$ cat src/hdl/oled_pkg.sv
package oled_pkg;

	localparam int CELL_W    = 12;
	localparam int SNAKE_LEN = 10;
	localparam int N_PAGES   = 4;
	localparam int N_COLS    = 128;

	localparam int BODY_IDX_W = $clog2(SNAKE_LEN);
	localparam logic [BODY_IDX_W-1:0] LAST_CELL = BODY_IDX_W'(SNAKE_LEN - 1);

	localparam int SCLK_HALF = 5;	// clk cycles per sclk half period
	localparam int BYTE_GAP  = 12;	// sclk held high after bit 8

	localparam int unsigned DEF_VDD_WAIT  = 32'd100000;
	localparam int unsigned DEF_RES_LOW   = 32'd100000;
	localparam int unsigned DEF_VBAT_WAIT = 32'd10000000;
	localparam int unsigned DEF_FRAME_GAP = 32'd5000000;

	localparam int N_INIT_CMDS = 12;
	localparam logic [7:0] INIT_CMDS [0:N_INIT_CMDS-1] = '{
		8'hAE, 8'h8D, 8'h14, 8'hD9, 8'hF1, 8'h81,
		8'h0F, 8'hA0, 8'hC0, 8'hDA, 8'h00, 8'hAF
	};

	localparam logic [7:0] CMD_ADDR_MODE = 8'h20;
	localparam logic [7:0] CMD_PAGE_MODE = 8'h10;
	localparam logic [7:0] CMD_PAGE_ADDR = 8'h22;

	localparam logic [1:0] DIR_RIGHT = 2'd0;
	localparam logic [1:0] DIR_LEFT  = 2'd1;
	localparam logic [1:0] DIR_DOWN  = 2'd2;
	localparam logic [1:0] DIR_UP    = 2'd3;

	// power-up sequencer states
	localparam logic [2:0] PS_VDD    = 3'd0;
	localparam logic [2:0] PS_SEND   = 3'd1;
	localparam logic [2:0] PS_RES_LO = 3'd2;
	localparam logic [2:0] PS_RES_HI = 3'd3;
	localparam logic [2:0] PS_VBAT   = 3'd4;
	localparam logic [2:0] PS_DONE   = 3'd5;

	// snake engine states
	localparam logic [2:0] SE_IDLE  = 3'd0;
	localparam logic [2:0] SE_PLACE = 3'd1;
	localparam logic [2:0] SE_MOVE  = 3'd2;
	localparam logic [2:0] SE_CLEAR = 3'd3;
	localparam logic [2:0] SE_DRAW  = 3'd4;

	// frame writer states
	localparam logic [2:0] FW_GAP  = 3'd0;
	localparam logic [2:0] FW_DRAW = 3'd1;
	localparam logic [2:0] FW_MODE = 3'd2;
	localparam logic [2:0] FW_PAGE = 3'd3;
	localparam logic [2:0] FW_LOAD = 3'd4;
	localparam logic [2:0] FW_DATA = 3'd5;

	// pixel address, same bit order as the panel's page layout
	typedef union packed {
		struct packed {
			logic [1:0] page;
			logic [6:0] col;
			logic [2:0] row_bit;
		} loc;
		logic [CELL_W-1:0] addr;
	} cell_loc_t;

endpackage

$ cat src/hdl/button_ctrl.sv
`timescale 1ns/10ps

module button_ctrl (
	input  logic       clk,
	input  logic       rstn,
	input  logic       mv_l,
	input  logic       mv_r,
	input  logic       mv_u,
	input  logic       mv_d,
	input  logic       display,
	output logic [1:0] dir,
	output logic       game_on
);
	import oled_pkg::*;

	logic [4:0] btn_sync;	// {display, d, u, l, r}
	logic [4:0] btn_prev;
	logic [4:0] released;

	assign released = btn_prev & ~btn_sync;

	always_ff @(posedge clk or negedge rstn) begin
		if (!rstn) begin
			btn_sync <= '0;
			btn_prev <= '0;
			dir      <= DIR_RIGHT;
			game_on  <= 1'b0;
		end else begin
			btn_sync <= {display, mv_d, mv_u, mv_l, mv_r};
			btn_prev <= btn_sync;
			if (released[0])
				dir <= DIR_RIGHT;
			else if (released[1])
				dir <= DIR_LEFT;
			else if (released[2])
				dir <= DIR_UP;
			else if (released[3])
				dir <= DIR_DOWN;
			if (released[4])
				game_on <= ~game_on;
		end
	end

endmodule

$ cat config.mk
export PLATFORM = sky130hd
export DESIGN_NAME = button_ctrl
export DESIGN_NICKNAME = d
export VERILOG_FILES = /design/src/hdl/oled_pkg.sv /design/src/hdl/button_ctrl.sv
export SDC_FILE = /design/constraint.sdc
export NUM_CORES = 1
export LEC_CHECK = 0
export BUFFER_PORTS_ARGS = -buffer_cell sky130_fd_sc_hd__buf_4
export CAP_MARGIN = 25
export CORE_AREA = 3 3 40 42
export CTS_BUF_LIST = sky130_fd_sc_hd__clkbuf_2 sky130_fd_sc_hd__clkbuf_4 sky130_fd_sc_hd__clkbuf_8
export DETAILED_ROUTE_END_ITERATION = 16
export DIE_AREA = 0 0 43 45
export PLACE_DENSITY = 0.48
export SLEW_MARGIN = 25
export SYNTH_ARGS = -nofsm -noshare
export SYNTH_HDL_FRONTEND = slang
export SYNTH_SLANG_ARGS = --single-unit
$ cat constraint.sdc
create_clock -name clk -period 1.1 [get_ports clk]
set_input_delay 0.22 -clock clk [delete_from_list [all_inputs] [get_ports clk]]
set_output_delay 0.22 -clock clk [all_outputs]
set_load 0.02 [all_outputs]
Word-level counts from Yosys, hierarchy flattened
Index checks and enable logic that the tools add are counted.
- memories: 0
- input port bits: 7
- RAM bits: 0
- logic and storage cells: 12
- register bits: 13
- output and inout port bits: 3
- latch bits: 0
- memory bits (read-only): 0
- div/mod/pow operators: 0
- $add $sub $neg: 0
- shift operators: 0
- reductions and logical operators: 1
- muxes and demuxes: 4
- equality and inequality tests: 0
- bitwise operators: 3
- $lt $le $gt $ge: 0
- multiply operators: 0
- operator list (operator ; count):
    2-bit 2-to-1 mux ; 4
    5-bit bitwise AND ; 1
    5-bit NOT ; 1
    4-bit nonzero test ; 1
    1-bit NOT ; 1

Logic depth before layout (Yosys ltp)
- word-level depth: 6
- gate-level depth with buffers: 3
- depth with buffers taken out: 3

Worst setup path before layout
Ideal clock, no wire load.
- path type: reg2reg
- from: register, netlist name dir[1]
- to: register dir[1]
- clock period less this slack: 796 ps
- slack: 304 ps
- stages on the path, launching flop included: 3
- setup time: 94 ps
- buffers on the path: 0
- data required time: 1006 ps
- arrival time: 703 ps
- path through: dfrtp_1 -> a21oi_2 -> a221oi_2
- RTL lines (element ; line ; text):
    end signal, assigned ; button_ctrl.sv:26 ; dir <= DIR_RIGHT;
    end signal, assigned ; button_ctrl.sv:32 ; dir <= DIR_RIGHT;
    end signal, assigned ; button_ctrl.sv:34 ; dir <= DIR_LEFT;
    end, declared ; button_ctrl.sv:11 ; output logic [1:0] dir,

Worst setup path in the final report
- from: register dir[1]
- to: output dir[1]
No word-level cell between the ends.

==> metrics.yaml <==
ys_warn_count: 0
cp-end-kind: "output port"
cp.depth: 1
multi_input_area_um2: 73.82
final_nets: 47
cts_tree: "yes"
ctsHtreeMaxLevel: 1
antenna_left: 0
drive_above_1_share_pct: 43.59
dpl_cell_area_um2: 496.7
netlist.area_leader.share_pct: 79.27
crit_fanout: 2
drt_iter0_markers: 2
powerDensity_mw_per_mm2: 1877
cp.arrival_ns: 0.82
cp_cell_sequence: "buf_4"
crit_slowest_cell: "dfrtp_1"
rows: 13
cellLeakagePower_uw: 0.0002576
slew_violations: 0
crit_type: "register to output port"
synth_area_leader_cell: "dfrtp_1"
drv_cap: 0
cts.sinks: 13
insertion_delay_ns: 0.27
min_path_cells: 1
fill_cells: 133
avgSynthCellArea_um2: 16.42
yosysSeqAreaShare_pct: 79.27
ios: 10
finClkSkew_ns: 0.003510
hold_class: "primary input to register"
postSynthCellCount: 25
seq_area_um2: 325.3
vias: 225
die_h_um: 45
worstMarginPinSlew_ns: 0.2237
clkTransAtPathRegs_ns: 0.07
grt_first_pass_wirelength_um: 1035
design_area_um2: 536.8
clk_path_buf_depth: 2
setup_viol: 0
cts_made_buffers: 3
synth-seq-cells: 13
ys_types: 12
relSlewSlack_pct: 85.06
grt_pass1_vias: 236
p_sw_uw: 242.5
wire_per_inst_um: 11.72
antenna_found_initial: 0
cts_setup_buffers: 0
drt-vias-per-instance: 4.167
power_frac_seq_pct: 54.8
root_buffer: "clkbuf_4"
die_w_um: 43
fin_util_pct: 41.77
p_comb_share_pct: 14.9
first_pass_iters: 4
timing.setup.tns_ns: 0
mappedNetlistArea_um2: 410.4
antennaDiodeCount: 0
port_buffers: 9
synthToLayoutAreaGrowth_pct: 30.79
core_area_mm2: 0.001285
cp_num_buf_inv: 1
rsz0062_at_grt: "false"
syn-num-nets: 32
outcome: "finished, final reports clean"
switching_share_pct: 24.07
p_clk_share_pct: 30.4
synth_area_leaders: "dfrtp_1 79%, a221oi_2 3.7%, nand2b_4 3.4%"
timing.final.crit_share_pct: 94.98
slowest_delay_ns: 0.39
grt_util_all_layers_pct: 8.241
cp_top_family: "flip-flops"
max_freq_ghz: 0.9572
ir_drop_uv: 703.0
start_util_pct: 31.94
drc_errors: 0
grt_start_max_net_pins: 14
required_ns: 0.88
grt.overflow.total: 0
hold_viol: 0
fp.dieArea_mm2: 0.001935
p_int_uw: 765.0
min_period_ns: 1.045
finalPower_uw: 1007
gp_congestion: 0.6362
routed_wl_um: 633
reg2reg_depth: 3
cp-start-kind: "register"
## worst reg2reg max path: stages (launching register included)
cell	delay [ns]
dfrtp_1	0.41
inv_2	0.06
a21oi_2	0.05
a221oi_2	0.22
## synthesized netlist by cell type
master and n:
nand2b_4 1, a31oi_1 1, nand2b_1 1, a221oi_2 1, nor2b_1 1, o21ai_1 1
dfrtp_1 13, inv_2 1, a21oi_2 1, nand2_1 1, xnor2_1 1, inv_1 2
## path summary, 6_finish.rpt
| kind | startpoint | endpoint | slack [ns] |
|---|---|---|---|
| max reg2reg | btn_sync[3] | dir[1] | 0.28 |
| min in group asynchronous | rstn | dir[1] | 0.32 |
| min reg2reg | btn_sync[2] | btn_prev[2] | 0.38 |
| min | mv_d | btn_sync[3] | 0.05 |
| max | dir[1] | dir[1] | 0.06 |
| max in group asynchronous | rstn | btn_sync[2] | 0.62 |
## layout make-up
class | count | share of cell area (%)
clock buffer | 4 | 5.594
inverter | 3 | 2.098
multi-input combinational | 9 | 13.75
sequential | 13 | 60.61
tap | 15 | 3.497
timing repair buffer | 10 | 14.45
## cell usage in the layout, fill, tap and decap left out
cell,n
buf_4,9
a221oi_2,1
nand2b_4,1
xnor2_1,1
inv_1,2
clkbuf_4,4
a21oi_2,1
dfrtp_1,13
nand2b_1,1
a31oi_1,1
dlygate4sd3_1,1
nor2b_1,1
inv_2,1
o21ai_1,1
nand2_1,1
## state kept, by name, indices dropped and copies added, names as in the netlist
signal / flops
btn_sync: 5
game_on: 1
dir: 2
btn_prev: 5
## cell families after synthesis
group                  after synthesis  share of synthesized area [%]
AO/OA/AOI/OAI                        4                          8.536
XOR/XNOR                             1                          2.135
AND/OR/NAND/NOR                      4                          7.317
buffers and inverters                3                          2.744
flip-flops                          13                          79.27
## per-layer routing
metal	wire length (µm)	global-route usage [%]	part of all wire, %
met1	240	8.440	38
met4	12	10.84	1.9
met3	50	2.390	7.9
met5	0	0	0
met2	329	11.98	52
## per-stage QoR
step | setup WS [ns] | hold slack, ns | instances
6_report | 0.05527 | 0.05304 | 54
5_1_grt | 0.02272 | 0.04247 | 54
4_1_cts | 0.04128 | 0.04280 | 54
3_5_place_dp | 0.2923 | 0.06941 | 49
3_3_place_gp | 0.3111 | 0.06543 | 49
2_1_floorplan | 0.3037 | -0.07559 | 25
## what timing repair did
action | 4_1_cts | 5_1_grt
hold buffers | 1 | 0
gates resized for setup | 0 | 0
setup endpoints to repair | 0 | 0
endpoints found under the hold margin | 13 | 0
## power groups by stage
stage               clock network [µW]  logic, µW  registers (µW)
finish                             306        150             552
global route                       337        160             558
CTS                                318        153             553
detailed placement                   0        150             562
global placement                     0        147             559
floorplan                            0       39.5             593
Note: power is estimated with default switching activity, not from simulation.
