[config.mk]
export PLATFORM = sky130hd
export DESIGN_NAME = oled_spi_tx
export DESIGN_NICKNAME = d
export VERILOG_FILES = /design/src/hdl/oled_pkg.sv /design/src/hdl/oled_spi_tx.sv
export SDC_FILE = /design/constraint.sdc
export NUM_CORES = 1
export LEC_CHECK = 0
export ABC_AREA = 1
export BUFFER_PORTS_ARGS = -buffer_cell sky130_fd_sc_hd__buf_4
export CAP_MARGIN = 20
export CORE_MARGIN = 4
export CORE_UTILIZATION = 35
export DETAILED_ROUTE_END_ITERATION = 12
export PLACE_DENSITY = 0.64
export SLEW_MARGIN = 20
export SYNTH_ARGS = -nofsm -noshare
export SYNTH_HDL_FRONTEND = slang
export SYNTH_SLANG_ARGS = --single-unit
export TNS_END_PERCENT = 100
[constraint.sdc]
create_clock -name clk -period 1.6 [get_ports clk]
set_input_delay 0.16 -clock clk [delete_from_list [all_inputs] [get_ports clk]]
set_output_delay 0.16 -clock clk [all_outputs]
set_load 0.01 [all_outputs]
[src/hdl/oled_pkg.sv]
package oled_pkg;

	localparam int CELL_W    = 12;
	localparam int SNAKE_LEN = 10;
	localparam int N_PAGES   = 4;
	localparam int N_COLS    = 128;

	localparam int BODY_IDX_W = $clog2(SNAKE_LEN);
	localparam logic [BODY_IDX_W-1:0] LAST_CELL = BODY_IDX_W'(SNAKE_LEN - 1);

	localparam int SCLK_HALF = 5;	// clk cycles per sclk half period
	localparam int BYTE_GAP  = 12;	// sclk held high after bit 8

	localparam int unsigned DEF_VDD_WAIT  = 32'd100000;
	localparam int unsigned DEF_RES_LOW   = 32'd100000;
	localparam int unsigned DEF_VBAT_WAIT = 32'd10000000;
	localparam int unsigned DEF_FRAME_GAP = 32'd5000000;

	localparam int N_INIT_CMDS = 12;
	localparam logic [7:0] INIT_CMDS [0:N_INIT_CMDS-1] = '{
		8'hAE, 8'h8D, 8'h14, 8'hD9, 8'hF1, 8'h81,
		8'h0F, 8'hA0, 8'hC0, 8'hDA, 8'h00, 8'hAF
	};

	localparam logic [7:0] CMD_ADDR_MODE = 8'h20;
	localparam logic [7:0] CMD_PAGE_MODE = 8'h10;
	localparam logic [7:0] CMD_PAGE_ADDR = 8'h22;

	localparam logic [1:0] DIR_RIGHT = 2'd0;
	localparam logic [1:0] DIR_LEFT  = 2'd1;
	localparam logic [1:0] DIR_DOWN  = 2'd2;
	localparam logic [1:0] DIR_UP    = 2'd3;

	// power-up sequencer states
	localparam logic [2:0] PS_VDD    = 3'd0;
	localparam logic [2:0] PS_SEND   = 3'd1;
	localparam logic [2:0] PS_RES_LO = 3'd2;
	localparam logic [2:0] PS_RES_HI = 3'd3;
	localparam logic [2:0] PS_VBAT   = 3'd4;
	localparam logic [2:0] PS_DONE   = 3'd5;

	// snake engine states
	localparam logic [2:0] SE_IDLE  = 3'd0;
	localparam logic [2:0] SE_PLACE = 3'd1;
	localparam logic [2:0] SE_MOVE  = 3'd2;
	localparam logic [2:0] SE_CLEAR = 3'd3;
	localparam logic [2:0] SE_DRAW  = 3'd4;

	// frame writer states
	localparam logic [2:0] FW_GAP  = 3'd0;
	localparam logic [2:0] FW_DRAW = 3'd1;
	localparam logic [2:0] FW_MODE = 3'd2;
	localparam logic [2:0] FW_PAGE = 3'd3;
	localparam logic [2:0] FW_LOAD = 3'd4;
	localparam logic [2:0] FW_DATA = 3'd5;

	// pixel address, same bit order as the panel's page layout
	typedef union packed {
		struct packed {
			logic [1:0] page;
			logic [6:0] col;
			logic [2:0] row_bit;
		} loc;
		logic [CELL_W-1:0] addr;
	} cell_loc_t;

endpackage

[src/hdl/oled_spi_tx.sv]
`timescale 1ns/10ps

module oled_spi_tx (
	input  logic       clk,
	input  logic       rstn,
	input  logic       tx_start,
	input  logic [7:0] tx_byte,
	input  logic       tx_dc,
	output logic       tx_busy,
	output logic       tx_done,
	output logic       oled_sclk,
	output logic       oled_sdin,
	output logic       oled_dc
);
	import oled_pkg::*;

	logic [$clog2(SCLK_HALF)-1:0] div_cnt;
	logic [$clog2(BYTE_GAP)-1:0]  gap_cnt;
	logic [7:0]                   shreg;
	logic [2:0]                   bit_cnt;	// rising edges seen
	logic                         in_gap;

	always_ff @(posedge clk or negedge rstn) begin
		if (!rstn) begin
			tx_busy   <= 1'b0;
			tx_done   <= 1'b0;
			oled_sclk <= 1'b1;
			oled_sdin <= 1'b1;
			oled_dc   <= 1'b0;
			shreg     <= '0;
			div_cnt   <= '0;
			gap_cnt   <= '0;
			bit_cnt   <= '0;
			in_gap    <= 1'b0;
		end else begin
			tx_done <= 1'b0;
			if (tx_start && !tx_busy) begin
				tx_busy <= 1'b1;
				shreg   <= tx_byte;
				oled_dc <= tx_dc;	// held for the whole byte
				div_cnt <= '0;
				gap_cnt <= '0;
				bit_cnt <= '0;
				in_gap  <= 1'b0;
			end else if (tx_busy) begin
				if (in_gap) begin
					if (gap_cnt == BYTE_GAP - 1) begin
						tx_busy <= 1'b0;
						tx_done <= 1'b1;
					end else
						gap_cnt <= gap_cnt + 1'b1;
				end else if (div_cnt == SCLK_HALF - 1) begin
					div_cnt   <= '0;
					oled_sclk <= ~oled_sclk;
					if (oled_sclk) begin	// falling edge, next bit out
						oled_sdin <= shreg[7];
						shreg     <= {shreg[6:0], 1'b0};
					end else begin
						bit_cnt <= bit_cnt + 1'b1;
						if (bit_cnt == 3'd7)
							in_gap <= 1'b1;	// sclk now rests high
					end
				end else
					div_cnt <= div_cnt + 1'b1;
			end
		end
	end

endmodule

After elaboration in Yosys (flattened, before gate mapping)
Cells that the tools add are included.
{"block": "word_totals", "regBits": 24, "latchBits": 0, "mem_bits_rw": 0, "romBits": 0, "output_inout_bits": 5, "elab_cells": 66, "mem_count": 0}
{"block": "op_classes", "add_sub_neg": 3, "multipliers": 0, "n_div": 0, "magnitude_cmp": 0, "eq_ne": 6, "shifts": 0, "mux": 32, "bitwise_logic": 3, "n_reduce_logical": 12}
{"operator": "2-to-1 mux 8 bit", "count": 5}
{"operator": "2-to-1 mux 3 bit", "count": 9}
{"operator": "2-to-1 mux 4 bit", "count": 4}
{"operator": "2-to-1 mux 1 bit", "count": 14}
{"operator": "AND reduction 4 bit", "count": 3}
{"operator": "nonzero test 2 bit", "count": 4}
{"operator": "adder 3 x 1 -> 3 bit, second input constant", "count": 2}
{"operator": "equality test 3 bit, second input constant", "count": 2}
{"operator": "AND reduction 5 bit", "count": 1}
{"operator": "adder 4 x 1 -> 4 bit, second input constant", "count": 1}
{"operator": "equality test 4 bit, second input constant", "count": 1}
{"operator": "!= test 2 x 1 -> 1 bit, second input constant", "count": 2}
{"operator": "NOT 1 bit", "count": 3}
{"operator": "AND reduction 3 bit", "count": 1}
{"operator": "!= test 2 bit, second input constant", "count": 1}
{"operator": "AND reduction 2 bit", "count": 1}
{"operator": "logical AND 1 bit", "count": 1}
{"operator": "logical NOT 1 bit", "count": 1}

Longest topological paths before layout
Gate-level depths: netlist (run 1).
{"block": "depth", "word_depth": 7, "ltp_mapped": 9, "depth_no_buf": 8}

Worst setup path after synthesis (run 1)
Ideal clock, no wire load.
{"block": "synth_timing", "path_type": "reg-to-reg", "from": "register div_cnt[0]", "to": "register shreg[1]", "t_arrival_ns": 1.224, "t_required_ns": 1.483, "slack_ns": 0.259, "path_stages_with_launch": 8, "path_buffers": 0, "path_cell_list": "dfrtp_1 inv_1 ha_1 nand2_1 o21ai_4 nand2_2 nand2_1 nand2_1"}
{"block": "synth_between", "elab_chain_len": 3}
{"element": "start: declaration", "line_no": "oled_spi_tx.sv:17", "rtl": "logic [$clog2(SCLK_HALF)-1:0] div_cnt;"}
{"element": "start signal: assignment", "line_no": "oled_spi_tx.sv:64", "rtl": "div_cnt <= div_cnt + 1'b1;"}
{"element": "equality test 3 bit", "line_no": "oled_spi_tx.sv:52", "rtl": "end else if (div_cnt == SCLK_HALF - 1) begin"}
{"element": "nonzero test 2 bit (no source line)"}
{"element": "AND reduction 4 bit (no source line)"}
{"element": "end signal: assignment", "line_no": "oled_spi_tx.sv:39", "rtl": "shreg <= tx_byte;"}
{"element": "end signal: assignment", "line_no": "oled_spi_tx.sv:57", "rtl": "shreg <= {shreg[6:0], 1'b0};"}
{"element": "end: declaration", "line_no": "oled_spi_tx.sv:19", "rtl": "logic [7:0] shreg;"}
Every way passes these cells.
A chain may end at the register's enable or synchronous reset.

Worst setup path in the final report (run 1)
{"block": "layout_timing", "from": "register div_cnt[0]", "to": "register shreg[2]"}
The elaborated chain is that of the path after synthesis.

==> flow_metrics.env, run 1 <==
export IMPL_area_growth_pct=14.91
export IMPL_worst_path_stages=7
export IMPL_antenna_left=0
export IMPL_synth_seq_cells=24
export IMPL_grt_use_met3=0.01478
export IMPL_end_kind="flop"
export IMPL_met1_usage=0.1614
export IMPL_synth_area_sq_um=1267
export IMPL_cts_sinks=24
export IMPL_status="complete, no violations"
export IMPL_grt_max_degree=25
export IMPL_cpLargestDelayFamily="simple AND/OR/NAND/NOR gates"
export IMPL_cpMostUsedCell="nand2_1"
export IMPL_tns_ns=0
export IMPL_reg2reg_slack_ns=0.18
export IMPL_wl_per_cell_um=10.75
export IMPL_firstDrtPassIters=4
export IMPL_synth_top_area_share=0.4344
export IMPL_maxSlewViolCount=0
export IMPL_yosysSeqAreaShare=0.4758
export IMPL_rsz0062_at_grt="no"
export IMPL_drt_initial_drc_count=38
export IMPL_syn_area_per_cell_sq_um=8.394
export IMPL_cts_root_buffer="clkbuf_4"
export IMPL_maxCapViolations=0
export IMPL_rr_worst_depth=7
export IMPL_cts_resized=0
export IMPL_hold_class="in2reg"
export IMPL_timing_hold_ws_ns=0.02696
export IMPL_nets=188
export IMPL_busiest_layer="met2"
export IMPL_synth_area_leaders="dfrtp_1 43%, nand2_1 17%, nand3_1 7.5%"
export IMPL_n_fill_cell=373
export IMPL_grt_pass1_vias=977
export IMPL_routed_wl_um=2322
export IMPL_drive_above_1_share=0.2294
export IMPL_preCtsSetupSlack_ns=0.1685
export IMPL_finalCriticalPeriod_ns=1.422
export IMPL_min_period_over_period=0.8889
export IMPL_start_util=0.3711
export IMPL_diodes=0
export IMPL_leakage_nw=0.8224
export IMPL_setup_ws_ns=0.1777
export IMPL_finalClockSkew_ns=0.001152
export IMPL_setup_violations=0
export IMPL_viasPerCell=4.588
export IMPL_die_x_um=68.18
export IMPL_die_area_sq_um=4648
export IMPL_ys_types=22
export IMPL_h_tree_depth=1
export IMPL_grt_ovfl_total=0
export IMPL_fmax_ghz=0.7031
export IMPL_use_met2=0.1877
export IMPL_stdcell_count=216
export IMPL_ctsLongestPathBuffers=2
export IMPL_max_stage_delay_ns=0.40
export IMPL_slowest_stage="dfrtp_1"
export IMPL_synth_warnings=0
export IMPL_critPathArrivalTime_ns=1.64
export IMPL_cp_start_kind="flop"
export IMPL_critical_path_endpoint="shreg[2]$_DFFE_PN0P_"
export IMPL_r2r_start="div_cnt[0]$_DFFE_PN0P_"
export IMPL_vdd_drop_max_uv=633.7
export IMPL_min_delay_start="tx_dc"
export IMPL_track_usage=0.1174
export IMPL_drc_errors=0
export IMPL_dp_cells=210
export IMPL_worstPathRequired_ns=1.82
export IMPL_syn_inst=151
export IMPL_vias=991
export IMPL_boundaryPins=17
export IMPL_reg2reg_to="shreg[2]$_DFFE_PN0P_"
export IMPL_cts_tree="yes"
export IMPL_worstMarginPinSlew_ns=0.3020
export IMPL_clk_latency_ns=0.31
export IMPL_rows=21
export IMPL_dieHeight_um=68.18
export IMPL_synth_area_leader_cell="dfrtp_1"
export IMPL_syn_nets=168
export IMPL_slew_limit_headroom=0.7987
export IMPL_crit_fanout=8
export IMPL_gp_congestion=0.8240
export IMPL_cp_num_buf_inv=1
export IMPL_dp_hpwl_um=1748
export IMPL_clkSlewWorstSetupHoldPaths_ns=0.13
export IMPL_path_class="reg2reg"
export IMPL_grt_pass1_wl_um=4188
export IMPL_cts_buffers=3
export IMPL_hold_violations=0
export IMPL_core_sq_um=3416
export IMPL_grt_antenna_before_repair=0
export IMPL_path_cells="inv_1 -> ha_1 -> nand2_1 -> o21ai_4 -> nand2_2 -> nand2_1 -> nand2_1"
export IMPL_portBuffers=16
export IMPL_power_density_nw_per_um2=1565
export IMPL_crit_start="div_cnt[0]$_DFFE_PN0P_"
[synth_stat cells]
cell type / n
buf_6: 2
a21oi_1: 2
inv_4: 1
ha_1: 5
xor2_1: 2
nand2_4: 1
nand2_2: 9
nand3_1: 19
o21ai_1: 1
dfrtp_1: 22
a22oi_2: 1
nand4_1: 3
dfstp_2: 2
buf_4: 1
buf_12: 1
inv_2: 1
o21ai_4: 1
inv_1: 12
nor2_4: 1
o22ai_1: 1
nand2_1: 56
nor2_1: 7
[layout by cell type, fill, tap and decap left out]
master         instances
nand2_1               56
dfrtp_1               22
nand3_1               19
buf_4                 18
inv_1                 12
nand2_2                9
nor2_1                 7
ha_1                   5
nand4_1                3
clkbuf_4               3
a21oi_1                2
xor2_1                 2
dfstp_2                2
inv_2                  1
nand2_4                1
inv_4                  1
o21ai_4                1
nor2_4                 1
o22ai_1                1
o21ai_1                1
a22oi_2                1
clkbuf_8               1
dlygate4sd3_1          1
[worst register-to-register path, cell delays in order, from the launching register on]
cell and delay [ns]:
dfrtp_1 0.40, inv_1 0.11, ha_1 0.15, nand2_1 0.18
o21ai_4 0.21, nand2_2 0.13, nand2_1 0.08, nand2_1 0.05
[final cells by class]
cell class | instances | area [sq um] | area share
Sequential cell | 24 | 603.1 | 0.4141
Multi-Input combinational cell | 109 | 559.3 | 0.3840
Timing Repair Buffer | 19 | 145.1 | 0.09966
Tap cell | 46 | 57.56 | 0.03952
Inverter | 14 | 55.05 | 0.03780
Clock buffer | 4 | 36.28 | 0.02491
[metrics by stage]
step	util	cell area, sq um	total power [W]
after detailed placement	0.4106	1403	0.001979
after floorplan	-	1267	0.001744
after global placement	0.4106	1403	0.001945
after CTS	0.4242	1449	0.002305
after global routing	0.4264	1456	0.002519
final	0.4264	1456	0.002280
[how the worst min path moves through the flow]
stage                        endpoint  slack (ns)  depth (start not counted)
2_1_floorplan  bit_cnt[0]$_DFFE_PN0P_       -0.14                          0
3_3_place_gp   bit_cnt[2]$_DFFE_PN0P_        0.08                          1
3_5_place_dp       in_gap$_DFFE_PN0P_        0.08                          1
4_1_cts           oled_dc$_DFFE_PN0P_        0.02                          3
5_1_grt           oled_dc$_DFFE_PN0P_        0.04                          3
6_report          oled_dc$_DFFE_PN0P_        0.03                          3
[timing repair]
item	in CTS	in global routing
buffers inserted	0	1
setup endpoints to repair	0	3
endpoints found under the hold margin	24	0
hold buffers	1	0
[where the power goes]
part / switching, W / total (W) / internal, W
Sequential: 0.000170 / 0.00103 / 0.000857
Combinational: 0.000556 / 0.000935 / 0.000379
Clock: 0.000179 / 0.000318 / 0.000139
Total: 0.000904 / 0.00228 / 0.00138
[sequential cells by signal, summed over array words and instances (netlist names)]
name       count
tx_done        1
gap_cnt        4
oled_sclk      1
bit_cnt        3
tx_busy        1
div_cnt        3
in_gap         1
oled_dc        1
shreg          8
oled_sdin      1
[per-layer routing]
metal	part of all wire	vias up
met2	0.46	15
met3	0.032	5
met4	0.021	0
met1	0.49	457
li1	-	514
met5	0	-
[kinds of logic after synthesis]
logic type,count (synthesis),synth area share
AO/OA/AOI/OAI,6,0.03949
buffers and inverters,18,0.08292
XOR/XNOR,2,0.01382
adder cells (fa/ha/maj),5,0.04936
AND/OR/NAND/NOR,96,0.3386
flip-flops,24,0.4758
No activity file was read; power rests on OpenSTA's default activity.
==> inputs of run 2 (changes only) <==
--- a/config.mk
+++ b/config.mk
@@ -9,9 +9,9 @@
 export BUFFER_PORTS_ARGS = -buffer_cell sky130_fd_sc_hd__buf_4
 export CAP_MARGIN = 20
 export CORE_MARGIN = 4
-export CORE_UTILIZATION = 35
+export CORE_UTILIZATION = 50
 export DETAILED_ROUTE_END_ITERATION = 12
-export PLACE_DENSITY = 0.64
+export PLACE_DENSITY = 0.82
 export SLEW_MARGIN = 20
 export SYNTH_ARGS = -nofsm -noshare
 export SYNTH_HDL_FRONTEND = slang
==> flow_metrics.env, run 2 (synthesized netlist as in run 1, its figures left out) <==
export IMPL_core_sq_um=2318
export IMPL_setup_violations=0
export IMPL_diodes=0
export IMPL_path_cells="inv_1 -> ha_1 -> nand2_2 -> nor2_4 -> nand2_1 -> inv_1 -> nand3_1 -> nand2_1"
export IMPL_cp_num_buf_inv=2
export IMPL_grt_pass1_wl_um=4153
export IMPL_cp_start_kind="flop"
export IMPL_tns_ns=0
export IMPL_cts_tree="yes"
export IMPL_p_sw_w=0.0008990
export IMPL_dieHeight_um=58.35
export IMPL_final_cell_mix="55 x nand2_1, 21 x dfrtp_1, 19 x nand3_1, 17 x buf_4, 12 x inv_1"
export IMPL_clkSlewWorstSetupHoldPaths_ns=0.11
export IMPL_final_util=0.6125
export IMPL_grt_pass1_vias=992
export IMPL_finalCriticalPeriod_ns=1.401
export IMPL_grt_max_degree=25
export IMPL_finalClockSkew_ns=0.01017
export IMPL_dp_hpwl_um=1723
export IMPL_crit_fanout=5
export IMPL_clkPwrFrac=0.119
export IMPL_regMostFlops="shreg"
export IMPL_boundaryPins=17
export IMPL_min_delay_start="tx_byte[0]"
export IMPL_cts_root_buffer="clkbuf_4"
export IMPL_area_growth_pct=12.04
export IMPL_rows=17
export IMPL_rsz0062_at_grt="no"
export IMPL_path_class="reg2reg"
export IMPL_track_usage=0.1604
export IMPL_holdPathEnd="shreg[0]$_DFFE_PN0P_"
export IMPL_drive_above_1_share=0.2308
export IMPL_reg2reg_to="bit_cnt[0]$_DFFE_PN0P_"
export IMPL_top_regs="shreg: 8 flops, gap_cnt: 4 flops"
export IMPL_wl_per_cell_um=11.90
export IMPL_firstDrtPassIters=4
export IMPL_start_util=0.5467
export IMPL_reg2reg_slack_ns=0.20
export IMPL_cts_buffers=3
export IMPL_grt_ovfl_total=0
export IMPL_maxCapViolations=0
export IMPL_power_density_nw_per_um2=1570
export IMPL_internal_power_w=0.001331
export IMPL_routed_wl_um=2345
export IMPL_power_share_combinational=0.417
export IMPL_p_seq_frac=0.464
export IMPL_setup_ws_ns=0.1991
export IMPL_gp_congestion=0.8101
export IMPL_hold_depth=3
export IMPL_die_x_um=58.35
export IMPL_r2r_start="div_cnt[0]$_DFFE_PN0P_"
export IMPL_vdd_drop_max_uv=1219
export IMPL_worstPathRequired_ns=1.85
export IMPL_cts_setup_buffers=0
export IMPL_switching_share=0.4031
export IMPL_preCtsSetupSlack_ns=0.1505
export IMPL_portBuffers=16
export IMPL_ctsLongestPathBuffers=2
export IMPL_drt_initial_drc_count=55
export IMPL_min_period_over_period=0.8755
export IMPL_critPathArrivalTime_ns=1.65
export IMPL_hold_violations=0
export IMPL_fmax_ghz=0.7138
export IMPL_max_stage_delay_ns=0.40
export IMPL_end_kind="flop"
export IMPL_die_area_sq_um=3405
export IMPL_slowest_stage="dfrtp_1"
export IMPL_nets=187
export IMPL_status="complete, no violations"
export IMPL_grt_antenna_before_repair=0
export IMPL_vias=1020
export IMPL_p_total_w=0.002230
export IMPL_rr_worst_depth=8
export IMPL_maxSlewViolCount=0
export IMPL_cpLargestDelayFamily="simple AND/OR/NAND/NOR gates"
export IMPL_clk_latency_ns=0.31
export IMPL_hold_class="in2reg"
export IMPL_slew_limit_headroom=0.7974
export IMPL_final_common_cell="nand2_1"
export IMPL_cts_sinks=24
export IMPL_worstMarginPinSlew_ns=0.3039
export IMPL_leakage_nw=0.8105
export IMPL_drc_errors=0
export IMPL_antenna_left=0
export IMPL_largest_reg_flops=8
export IMPL_h_tree_depth=1
export IMPL_viasPerCell=5.178
==> run 2: timing repair <==
item	in CTS	in global routing
hold buffers	1	0
setup endpoints to repair	0	3
resized for setup	0	2
hold endpoints to repair	24	0
==> run 2: per-stage QoR <==
step / instance area [sq um] / hold WS (ns) / cells
after floorplan: 1267 / -0.1356 / 151
after global placement: 1380 / 0.07123 / 192
after detailed placement: 1380 / 0.07479 / 192
after CTS: 1416 / 0.04235 / 197
after global routing: 1420 / 0.02629 / 197
final: 1420 / 0.05620 / 197
==> run 2: final cells by class <==
cell class | count | area [sq um]
clock buffer | 4 | 26.28
fill | 199 | 898.4
inverter | 14 | 55.05
multi-input combinational | 109 | 561.8
sequential | 24 | 604.3
tap | 28 | 35.03
timing repair buffer | 18 | 137.6
==> run 2: how the worst max path moves through the flow <==
stage                     slack [ns]                    from  cells after the start                      to
after CTS                       0.12  div_cnt[0]$_DFFE_PN0P_                      8  bit_cnt[0]$_DFFE_PN0P_
after global routing            0.06  div_cnt[0]$_DFFE_PN0P_                      8  bit_cnt[0]$_DFFE_PN0P_
after global placement          0.22  div_cnt[0]$_DFFE_PN0P_                      8  bit_cnt[0]$_DFFE_PN0P_
after floorplan                 0.26  div_cnt[0]$_DFFE_PN0P_                      7    shreg[1]$_DFFE_PN0P_
after detailed placement        0.15  div_cnt[0]$_DFFE_PN0P_                      8  bit_cnt[0]$_DFFE_PN0P_
final                           0.20  div_cnt[0]$_DFFE_PN0P_                      8  bit_cnt[0]$_DFFE_PN0P_
==> run 2: worst reg2reg max path, delay by kind of cell (launching register included) <==
| kind | cells | cell delay [ns] |
|---|---|---|
| simple gates | 5 | 0.56 |
| fa+ha+maj | 1 | 0.18 |
| buf+inv | 2 | 0.22 |
| flops | 1 | 0.40 |
==> run 2: power by group through the flow <==
stage / logic [W] / clock network, W / registers, W
final: 0.000929 / 0.000266 / 0.00104
after CTS: 0.000932 / 0.000285 / 0.00103
after global placement: 0.000891 / 0 / 0.00103
after floorplan: 0.000728 / 0 / 0.00102
after global routing: 0.00107 / 0.000314 / 0.00107
after detailed placement: 0.000929 / 0 / 0.00104
==> run 2: routing by layer <==
layer  track usage  wire length (um)  up-vias
met2        0.2568              1157       28
met4       0.08940                44        0
met1        0.1958              1002      471
met3       0.04167               140        7
met5             0                 0        -
li1              -                 -      514
