### src/hdl/oled_pkg.sv
package oled_pkg;

	localparam int CELL_W    = 12;
	localparam int SNAKE_LEN = 10;
	localparam int N_PAGES   = 4;
	localparam int N_COLS    = 128;

	localparam int BODY_IDX_W = $clog2(SNAKE_LEN);
	localparam logic [BODY_IDX_W-1:0] LAST_CELL = BODY_IDX_W'(SNAKE_LEN - 1);

	localparam int SCLK_HALF = 5;	// clk cycles per sclk half period
	localparam int BYTE_GAP  = 12;	// sclk held high after bit 8

	localparam int unsigned DEF_VDD_WAIT  = 32'd100000;
	localparam int unsigned DEF_RES_LOW   = 32'd100000;
	localparam int unsigned DEF_VBAT_WAIT = 32'd10000000;
	localparam int unsigned DEF_FRAME_GAP = 32'd5000000;

	localparam int N_INIT_CMDS = 12;
	localparam logic [7:0] INIT_CMDS [0:N_INIT_CMDS-1] = '{
		8'hAE, 8'h8D, 8'h14, 8'hD9, 8'hF1, 8'h81,
		8'h0F, 8'hA0, 8'hC0, 8'hDA, 8'h00, 8'hAF
	};

	localparam logic [7:0] CMD_ADDR_MODE = 8'h20;
	localparam logic [7:0] CMD_PAGE_MODE = 8'h10;
	localparam logic [7:0] CMD_PAGE_ADDR = 8'h22;

	localparam logic [1:0] DIR_RIGHT = 2'd0;
	localparam logic [1:0] DIR_LEFT  = 2'd1;
	localparam logic [1:0] DIR_DOWN  = 2'd2;
	localparam logic [1:0] DIR_UP    = 2'd3;

	// power-up sequencer states
	localparam logic [2:0] PS_VDD    = 3'd0;
	localparam logic [2:0] PS_SEND   = 3'd1;
	localparam logic [2:0] PS_RES_LO = 3'd2;
	localparam logic [2:0] PS_RES_HI = 3'd3;
	localparam logic [2:0] PS_VBAT   = 3'd4;
	localparam logic [2:0] PS_DONE   = 3'd5;

	// snake engine states
	localparam logic [2:0] SE_IDLE  = 3'd0;
	localparam logic [2:0] SE_PLACE = 3'd1;
	localparam logic [2:0] SE_MOVE  = 3'd2;
	localparam logic [2:0] SE_CLEAR = 3'd3;
	localparam logic [2:0] SE_DRAW  = 3'd4;

	// frame writer states
	localparam logic [2:0] FW_GAP  = 3'd0;
	localparam logic [2:0] FW_DRAW = 3'd1;
	localparam logic [2:0] FW_MODE = 3'd2;
	localparam logic [2:0] FW_PAGE = 3'd3;
	localparam logic [2:0] FW_LOAD = 3'd4;
	localparam logic [2:0] FW_DATA = 3'd5;

	// pixel address, same bit order as the panel's page layout
	typedef union packed {
		struct packed {
			logic [1:0] page;
			logic [6:0] col;
			logic [2:0] row_bit;
		} loc;
		logic [CELL_W-1:0] addr;
	} cell_loc_t;

endpackage

### src/hdl/snake_engine.sv
`timescale 1ns/10ps

module snake_engine (
	input  logic                clk,
	input  logic                rstn,
	input  logic                frame_req,
	input  logic [1:0]          dir,
	input  logic                game_on,
	output logic                draw_done,
	output logic                pix_we,
	output oled_pkg::cell_loc_t pix_addr,
	output logic                pix_din
);
	import oled_pkg::*;

	cell_loc_t               body [0:SNAKE_LEN-1];	// cell 0 is the head
	logic [2:0]              state;
	logic [BODY_IDX_W-1:0]   idx;
	logic [BODY_IDX_W-1:0]   rd_idx;
	logic [CELL_W-1:0]       clr_cnt;
	logic [1:0]              dir_q;
	logic                    game_on_q;
	logic                    place_pend;	// start body due at next frame
	logic                    shown;	// body has been placed once
	logic                    body_we;
	cell_loc_t               body_rd, body_wdata, start_cell, next_head;

	// during the shift each cell reads its predecessor
	assign rd_idx  = (state == SE_MOVE && idx != '0) ? idx - 1'b1 : idx;
	assign body_rd = body[rd_idx];

	always_comb begin
		start_cell = '0;
		start_cell.loc.col = 7'(SNAKE_LEN - 1) - 7'(idx);
	end

	always_comb begin
		next_head = body_rd;
		case (dir_q)
		DIR_RIGHT: next_head.loc.col = body_rd.loc.col + 7'd1;	// 127 wraps to 0
		DIR_LEFT:  next_head.loc.col = body_rd.loc.col - 7'd1;
		DIR_DOWN: begin
			next_head.loc.row_bit = body_rd.loc.row_bit + 3'd1;
			if (body_rd.loc.row_bit == 3'd7)
				next_head.loc.page = body_rd.loc.page + 2'd1;
		end
		default: begin
			next_head.loc.row_bit = body_rd.loc.row_bit - 3'd1;
			if (body_rd.loc.row_bit == 3'd0)
				next_head.loc.page = body_rd.loc.page - 2'd1;
		end
		endcase
	end

	always_comb begin
		body_we    = (state == SE_PLACE) || (state == SE_MOVE);
		body_wdata = start_cell;
		if (state == SE_MOVE)
			body_wdata = (idx == '0) ? next_head : body_rd;
	end

	always_ff @(posedge clk) begin
		if (body_we)
			body[idx] <= body_wdata;
	end

	always_comb begin
		pix_we        = (state == SE_CLEAR) || (state == SE_DRAW);
		pix_din       = (state == SE_DRAW);
		pix_addr.addr = clr_cnt;
		if (state == SE_DRAW)
			pix_addr = body_rd;
	end

	always_ff @(posedge clk or negedge rstn) begin
		if (!rstn) begin
			state      <= SE_IDLE;
			idx        <= '0;
			clr_cnt    <= '0;
			dir_q      <= DIR_RIGHT;
			game_on_q  <= 1'b0;
			place_pend <= 1'b0;
			shown      <= 1'b0;
			draw_done  <= 1'b0;
		end else begin
			draw_done <= 1'b0;
			game_on_q <= game_on;
			case (state)
			SE_IDLE: if (frame_req) begin
				dir_q   <= dir;
				clr_cnt <= '0;
				if (place_pend) begin
					place_pend <= 1'b0;
					shown      <= 1'b1;
					idx        <= '0;
					state      <= SE_PLACE;
				end else if (game_on && shown) begin
					idx   <= LAST_CELL;	// tail first
					state <= SE_MOVE;
				end else
					state <= SE_CLEAR;
			end
			SE_PLACE: begin
				if (idx == LAST_CELL)
					state <= SE_CLEAR;
				else
					idx <= idx + 1'b1;
			end
			SE_MOVE: begin
				if (idx == '0)
					state <= SE_CLEAR;
				else
					idx <= idx - 1'b1;
			end
			SE_CLEAR: begin
				clr_cnt <= clr_cnt + 1'b1;
				idx     <= '0;
				if (clr_cnt == '1) begin
					if (shown)
						state <= SE_DRAW;
					else begin
						draw_done <= 1'b1;	// nothing to draw yet
						state     <= SE_IDLE;
					end
				end
			end
			SE_DRAW: begin
				if (idx == LAST_CELL) begin
					draw_done <= 1'b1;
					state     <= SE_IDLE;
				end else
					idx <= idx + 1'b1;
			end
			default: state <= SE_IDLE;
			endcase
			if (game_on && !game_on_q)
				place_pend <= 1'b1;
		end
	end

endmodule
### config.mk
export PLATFORM = sky130hd
export DESIGN_NAME = snake_engine
export DESIGN_NICKNAME = d
export VERILOG_FILES = /design/src/hdl/oled_pkg.sv /design/src/hdl/snake_engine.sv
export SDC_FILE = /design/constraint.sdc
export NUM_CORES = 1
export LEC_CHECK = 0
export BUFFER_PORTS_ARGS = -buffer_cell sky130_fd_sc_hd__buf_2
export CORE_AREA = 2 2 149 151
export CTS_CLUSTER_DIAMETER = 200
export DETAILED_ROUTE_END_ITERATION = 8
export DIE_AREA = 0 0 151 153
export MAX_ROUTING_LAYER = met4
export SYNTH_ARGS = -nofsm -noshare
export SYNTH_HDL_FRONTEND = slang
export SYNTH_SLANG_ARGS = --single-unit
### constraint.sdc
create_clock -name clk -period 12.33 [get_ports clk]
set_input_delay 1.233 -clock clk [delete_from_list [all_inputs] [get_ports clk]]
set_output_delay 1.233 -clock clk [all_outputs]
set_load 0.01 [all_outputs]
**After elaboration in Yosys (flattened, before gate mapping)**

Memory sizes are Yosys's and may differ from the RTL's.
Index checks and enable logic that the tools add are counted.

- Logic and storage cells: 94
- Output and inout port bits: 15
- Bits of input ports: 6
- RAM bits: 120
- Memories: 1
- Latch bits: 0
- Bits in read-only memories: 0
- Flip-flop bits (word level): 25

- Multiply operators: 0
- Shift operators: 0
- Eq/ne operators: 17
- Reductions and logical operators: 23
- $lt $le $gt $ge: 0
- $add $sub $neg: 10
- Muxes and demuxes: 35
- Bitwise logic cells: 0
- Div/mod/pow operators: 0

Memory list:

| name | depth | width | read ports | clocked after memory_dff | wr ports | RTL line | source |
|---|---|---|---|---|---|---|---|
| body | 10 | 12 | 1 | 0 | 1 | snake_engine.sv:16 | `cell_loc_t body [0:SNAKE_LEN-1];` |

Operator list:

| operator | count |
|---|---|
| $mux 12 | 4 |
| $mux 4 | 6 |
| $pmux 12 s2 | 1 |
| $mux 3 | 6 |
| $pmux 4 s4 | 1 |
| $pmux 3 s5 | 1 |
| $pmux 7 s2 | 1 |
| $add 12x1->12 const B | 1 |
| $eq 12x12->1 const B | 1 |
| $reduce_and 5->1 | 2 |
| $mux 1 | 9 |
| $ne 2x1->1 const B | 4 |
| $reduce_bool 4->1 | 2 |
| $add 7x1->7 const B | 1 |
| $sub 7x1->7 const B | 1 |
| $eq 3x2->1 const B | 2 |
| $eq 3x3->1 const B | 2 |
| $logic_not 3->1 | 2 |
| $mux 2 | 3 |
| $ne 2x2->1 const B | 3 |
| $pmux 3 s2 | 1 |
| $reduce_and 2->1 | 3 |
| $reduce_bool 2->1 | 3 |
| $sub 4x4->5 const A | 1 |
| 20 further kinds | 24 |

**Depth between registers and ports, before layout**

Gate-level depths: netlist of the first run.
An unclocked memory read counts as a cell.

- Word-level depth: 9
- Mapped depth: 22
- Gate-level depth less buffers: 17

**Least setup slack after synthesis of the first run**

Ideal clock, no wire load.

- Kind: flip-flop to flip-flop
- Start point: reg idx[1]
- End point: mem body[0][9] (netlist name), data pin
- Arrival time: 4.590 ns
- Path slack: 7.461 ns
- Buffers on the path: 3
- Library setup time: 0.279 ns
- Stages on the path, launching flop included: 21
- Cells stage by stage: dfrtp_1 buf_2 buf_2 inv_1 ha_1 nor3b_2 nor2_4 o21ai_1 buf_2 mux4_2 nand2_1 a31oi_1 fa_1 a21o_1 a21o_1 a21o_1 a21oi_1 xnor2_1 nand2_1 xnor2_1 a21o_1

RTL lines:

| element | RTL line | source |
|---|---|---|
| from (decl) | snake_engine.sv:18 | `logic [BODY_IDX_W-1:0] idx;` |
| from (signal assigned) | snake_engine.sv:107 | `idx <= idx + 1'b1;` |
| from (signal assigned) | snake_engine.sv:113 | `idx <= idx - 1'b1;` |
| from (signal assigned) | snake_engine.sv:132 | `idx <= idx + 1'b1;` |
| to (decl) | snake_engine.sv:16 |  |

==> qor.csv, run 1 <==
metric,value,unit
worst hold start,game_on_q,
count of vias placed by the detailed router,4908,
classification of the worst setup path,reg2out,
total count of max-transition violations in the final report,0,
vias in the first global route,5002,
CTS tree,built,
row count,54,
post-CTS resize count,0,
CP Max Fanout,46,
share of layout cells above drive strength 1,0.198,
horizontal extent of the die,151,um
detail-routed net length per standard cell,19.6,um
CTS H-tree lvls,4,
fraction of registers with async set or reset after synthesis,0.172,
worst-case setup slack after placement,6700,ps
filler instances,2009,
DRC Markers,0,
most crowded layer after global routing,met2,
Post-Syn Nets,607,
synthesized area per cell,12.8,um^2
Clk Tree Root Cell,clkbuf_16,
crit path from,idx[0],
clock insertion delay at the later pin of the skew report,420,ps
Worst Hold Class,reg2reg,
cell area power density,122,nW/um^2
Avg Vias per Cell,5.50,
Die Area,23100,um^2
GR Util met3,0.0322,
sort of element at the end of the critical path,output port,
WHS,423,ps
"number of placed instances, taps included",860,
max-cap violations,0,
highest clock rate,0.170,GHz
number of search-and-repair iterations in the first detailed-routing pass,4,
IO Pins,21,
cell count after synthesis,584,
CTS hold repair buffers,0,
CTS buffer count,17,
total wire length,17.5,mm
#FFs+latches synth,145,
RSZ-0062 raised after global routing,no,
grt met2 use,0.253,
worst-case headroom to the max-slew limit,0.273,
post-layout total power,0.00102,W
quantity of I/O buffers inserted on ports,20,
Antenna Nets Post-Route,0,
worst path arrival time,4640,ps
final worst path period need,5870,ps
run status,completed,
YS warnings,0,
launch instance of the worst register-to-register path,idx[0],
setup repair bufs after CTS,0,
total congestion overflow,0,
Setup TNS Final,0,ps
fraction of met1 tracks used by global routing,0.202,
antenna diode count,0,
setup clock skew after layout,6.14,ps
worst setup margin,6460,ps
chip height,153,um
gpl congestion,0.912,
clock transition at the registers of the reported paths,60,ps
maximum clock insertion buffer count,2,
total core area,21500,um^2
Layout Area Growth over Synthesis,12.6,%
actual slew at the worst max-slew pin,1090,ps
Tcrit/Tclk final,0.476,
dominant synthesized flop cell,edfxtp_1,
number of cells in the finished layout apart from fillers,892,
"EDFF count, synth",120,
Global Route Usage Sum,0.163,
register area share after synthesis,0.567,
antenna violations before repair,0,
final layout net count,622,
maximum vdd drop,0.0000859,V
Hold Fails Final Rpt,0,
Leak Pwr,3.31,nW
pin count of the biggest net entering global routing,47,
number of clock sinks,145,
final setup vio count,0,
critical path startpoint category,flop,
first-pass GRT wire length,27.6,mm
estimated wirelength of the detail-placed design,11.7,mm
required arrival time at the worst endpoint,11100,ps
number of design-rule violations left by the first detailed-router iteration,477,
Netlist cell types,76,
effective utilization at floorplan,0.347,
Synth Cell Area,7460,um^2
area by class of cell:
class / instances / area (um^2) / share of cell area
Tap cell: 280 / 350 / 0.0417
Timing Repair Buffer: 28 / 160 / 0.0191
Clock buffer: 17 / 425 / 0.0506
Clock inverter: 15 / 155 / 0.0185
Multi-Input combinational cell: 395 / 3040 / 0.362
Inverter: 12 / 45.0 / 0.00536
Sequential cell: 145 / 4230 / 0.503
kinds of logic after synthesis:
logic type / share of synthesized area
AO/OA/AOI/OAI: 0.113
XOR/XNOR: 0.0153
buffers and inverters: 0.0265
adder cells (fa/ha/maj): 0.0305
AND/OR/NAND/NOR: 0.113
flip-flops: 0.567
multiplexers: 0.135
routing by layer:
metal	vias up	routed length, um
met3	44	904
met5	-	0
met2	147	8330
met4	0	669
li1	2269	-
met1	2448	7590
report_power, final:
group          internal (W)  switching [W]  leakage, nW
clock network      0.000285       0.000214        0.285
registers          0.000524   0.0000000379         1.67
logic           0.000000598     0.00000214         1.35
total              0.000809       0.000216         3.31
sequential cells by signal (all words and copies together), names as in the netlist:
signal and cells:
body 120, clr_cnt 12, dir_q 2, draw_done 1, game_on_q 1, idx 4
place_pend 1, shown 1, state 3
critical path, stage by stage (launching register included):
cell	delay, ps
dfrtp_1	370
buf_4	290
inv_2	240
ha_1	290
nor3b_2	910
nor3_2	120
nor2_2	280
buf_4	370
mux2i_1	160
a221o_1	370
o211ai_1	190
o21ai_0	260
o21ai_1	210
buf_2	160
final timing paths:
| path | endpoint | cells after the start | slack (ps) |
|---|---|---|---|
| setup / recovery | pix_addr[11] | 13 | 6460 |
| min in group asynchronous | shown | 1 | 820 |
| setup reg to reg | body[3][9] | 19 | 6630 |
| max in group asynchronous | clr_cnt[4] | 1 | 11110 |
| hold reg to reg | place_pend | 1 | 420 |
| hold / removal | place_pend | 1 | 420 |
per-stage QoR:
stage	instance area [um^2]	utilization
5_1_grt	8400	0.391
6_report	8400	0.391
2_1_floorplan	7460	-
3_3_place_gp	7820	0.364
3_5_place_dp	7820	0.364
4_1_cts	8400	0.391
cell usage in the layout (no fill, tap or decap), types with 3 or more instances in the layout:
cell       instances
ha_1              15
mux4_2            21
nor2b_1            5
a31oi_1            6
clkinv_1           3
a21o_1             7
nor3_1             8
mux2_1             3
dfrtp_1           25
inv_1             10
mux2_2            19
nand4_1            4
o21ai_1            5
nor3_2             3
and3_1             9
o32a_1             3
o32ai_1            3
nor4_1             4
a21oi_1           28
nand2_1           61
xor2_1             7
nand3_1           15
buf_2             20
o31ai_1            3
mux2i_1           27
o22ai_1            4
o211ai_1           3
o21ai_0           37
xnor2_1            6
nor2_1            34
edfxtp_1         120
and2_1             4
clkbuf_16         17
buf_4              8
clkinv_4           4
inv_8              4
nand2b_1           4
synthesized netlist by cell type (3+ instances only):
| master | instances | area [um^2] |
|---|---|---|
| a21o_1 | 7 | 52.6 |
| a21oi_1 | 28 | 140 |
| a31oi_1 | 6 | 37.5 |
| and2_1 | 4 | 25.0 |
| and3_1 | 9 | 56.3 |
| buf_1 | 3 | 11.3 |
| buf_2 | 8 | 40.0 |
| clkbuf_1 | 17 | 63.8 |
| dfrtp_1 | 25 | 626 |
| edfxtp_1 | 120 | 3600 |
| ha_1 | 15 | 188 |
| inv_1 | 10 | 37.5 |
| mux2_1 | 3 | 33.8 |
| mux2_2 | 19 | 214 |
| mux2i_1 | 27 | 270 |
| mux4_2 | 21 | 473 |
| nand2_1 | 61 | 229 |
| nand2b_1 | 4 | 25.0 |
| nand3_1 | 15 | 75.1 |
| nand4_1 | 4 | 25.0 |
| nor2_1 | 34 | 128 |
| nor2b_1 | 5 | 31.3 |
| nor3_1 | 9 | 45.0 |
| nor4_1 | 4 | 25.0 |
| o211ai_1 | 3 | 22.5 |
| o21ai_0 | 37 | 185 |
| o21ai_1 | 5 | 25.0 |
| o22ai_1 | 4 | 25.0 |
| o31ai_1 | 3 | 22.5 |
| o32a_1 | 3 | 30.0 |
| o32ai_1 | 3 | 26.3 |
| xnor2_1 | 6 | 52.6 |
| xor2_1 | 7 | 61.3 |
No activity file was read; power rests on OpenSTA's default activity.
==> run 2, diff against run 1 <==
clock period = 5.1 ns   (was 12.33 ns; I/O delays follow)
==> run 2 against run 1 <==
  * Global-route usage is 0.62 points higher
  * Cell area is 1.4% higher
  * Clock power grew to 2.5 times the previous value
  * Total power is 150% higher
  * Register-to-register slack worse by 6400 ps
  * Sequential cell count stayed put
==> qor.csv, run 2 (synthesized netlist as in run 1, its figures left out) <==
metric,value,unit
run status,completed,
highest clock rate,0.205,GHz
Antenna Nets Post-Route,0,
antenna violations before repair,0,
Avg Vias per Cell,5.55,
first-pass GRT wire length,28.6,mm
horizontal extent of the die,151,um
number of cells on the critical path,18,
post-layout utilization of the core,0.397,
Worst Hold Class,in2async,
worst path arrival time,5020,ps
antenna diode count,0,
final worst path period need,4880,ps
clock insertion delay at the later pin of the skew report,430,ps
clock transition at the registers of the reported paths,60,ps
CTS tree,built,
worst-case headroom to the max-slew limit,0.387,
share of layout cells above drive strength 1,0.219,
max-cap violations,0,
reported net switching power,0.000534,W
actual slew at the worst max-slew pin,919,ps
Clk Tree Root Cell,clkbuf_16,
number of design-rule violations left by the first detailed-router iteration,442,
cell area power density,298,nW/um^2
detail-routed net length per standard cell,19.9,um
fraction of power consumed by sequential logic,0.499,
filler instances,1993,
maximum vdd drop,0.000222,V
estimated wirelength of the detail-placed design,12.1,mm
Int Pwr,0.00200,W
number of cells traversed by the worst register-to-register path,18,
final setup vio count,0,
registers with the most flip-flops,"body (120), clr_cnt (12), idx (4)",
largest stage delay on the critical path,480,ps
sort of element at the end of the critical path,flop,
setup clock skew after layout,7.79,ps
total wire length,18.1,mm
chip height,153,um
most frequent standard cell in the layout excluding fill and tap cells,edfxtp_1,
CP max-delay cell,a31oi_1,
number of clock sinks,145,
final layout net count,635,
dominant delay contributor by cell family on the critical path,compound AO/OA/AOI/OAI gates,
pin count of the biggest net entering global routing,46,
R2R setup slack,220,ps
row count,54,
CTS hold repair buffers,0,
portion of total power attributed to the clock network,0.498,
list of cells traversed by the critical path,"inv_1, ha_1, nor3b_2, buf_4, nor3_2, nor2_2, mux4_2, nand2_1, a31oi_1, ha_1, a21o_1, a21o_1, a21o_1, a21oi_1, xnor2_1, nand2_1, xnor2_1, a21o_1",
Layout Area Growth over Synthesis,14.2,%
switching fraction of total power,0.210,
number of search-and-repair iterations in the first detailed-routing pass,5,
classification of the worst setup path,reg2reg,
Tcrit/Tclk final,0.956,
CTS H-tree lvls,4,
quantity of I/O buffers inserted on ports,20,
maximum clock insertion buffer count,2,
largest register by flop count,body,
number of cells in the finished layout apart from fillers,905,
critical path startpoint category,flop,
total core area,21500,um^2
count of buffer and inverter cells on the critical path,2,
total count of max-transition violations in the final report,0,
highest-count cells in the layout ignoring fill and taps,"edfxtp_1 (120), nand2_1 (61), o21ai_0 (37), nor2_1 (34), a21oi_1 (28)",
Leak Pwr,3.37,nW
effective utilization at floorplan,0.347,
launch instance of the worst register-to-register path,idx[1],
Hold Fails Final Rpt,0,
CP Max Fanout,12,
RSZ-0062 raised after global routing,no,
Largest register FFs,120,
DRC Markers,0,
count of vias placed by the detailed router,5024,
Crit Reg-Reg Endpoint,body[4][9],
Global Route Usage Sum,0.169,
IO Pins,21,
vias in the first global route,5071,
gpl congestion,0.884,
required arrival time at the worst endpoint,5240,ps
total congestion overflow,0,
Most common cell on crit path,a21o_1,
"number of placed instances, taps included",873,
Die Area,23100,um^2
Setup TNS Final,0,ps
CTS buffer count,17,
Comb pwr share,0.003,
-- run 2: what timing repair did --
item | 4_1_cts | 5_1_grt
endpoints found under the setup margin | 0 | 10
buffers inserted | 0 | 0
resized for setup | 0 | 1
-- run 2: how the worst max path moves through the flow --
| stage | startpoint | to | slack (ps) |
|---|---|---|---|
| floorplan | idx[1] | body[0][9] | 230 |
| detailed placement | idx[0] | body[6][9] | 160 |
| CTS | idx[0] | body[3][9] | 140 |
| global placement | idx[0] | body[7][9] | 310 |
| finish | idx[1] | body[4][9] | 220 |
| global route | idx[1] | body[4][9] | 6 |
-- run 2: layout make-up --
class / instances / area, um^2 / share of cell area
clock inverters: 15 / 171 / 0.0201
flip-flops and latches: 145 / 4230 / 0.496
clock buffers: 17 / 425 / 0.0499
well taps: 280 / 350 / 0.0411
inverters: 12 / 45.0 / 0.00529
multi-input cells: 395 / 3040 / 0.357
repair buffers: 41 / 258 / 0.0302
-- run 2: through the flow --
step           power [W]  worst slack (ps)  hold WS [ps]  instance area [um^2]
3_5_place_dp     0.00130               158           421                  7920
2_1_floorplan    0.00129               231           214                  7460
5_1_grt          0.00260              5.75           124                  8520
6_report         0.00254               225          84.4                  8520
3_3_place_gp     0.00130               308           413                  7920
4_1_cts          0.00255               135          88.8                  8520
-- run 2: routing by layer --
| metal | global-route usage | part of all wire | up-vias |
|---|---|---|---|
| met1 | 0.219 | 0.44 | 2521 |
| met3 | 0.0290 | 0.060 | 25 |
| met5 | - | 0 | - |
| li1 | - | - | 2297 |
| met2 | 0.265 | 0.48 | 181 |
| met4 | 0.0654 | 0.019 | 0 |
-- run 2: power groups by stage --
stage          registers (W)    logic (W)  clock network [W]
3_3_place_gp         0.00129   0.00000667                  0
5_1_grt              0.00127   0.00000766            0.00132
3_5_place_dp         0.00129   0.00000688                  0
4_1_cts              0.00127   0.00000687            0.00127
6_report             0.00127   0.00000660            0.00126
2_1_floorplan        0.00129  0.000000161                  0
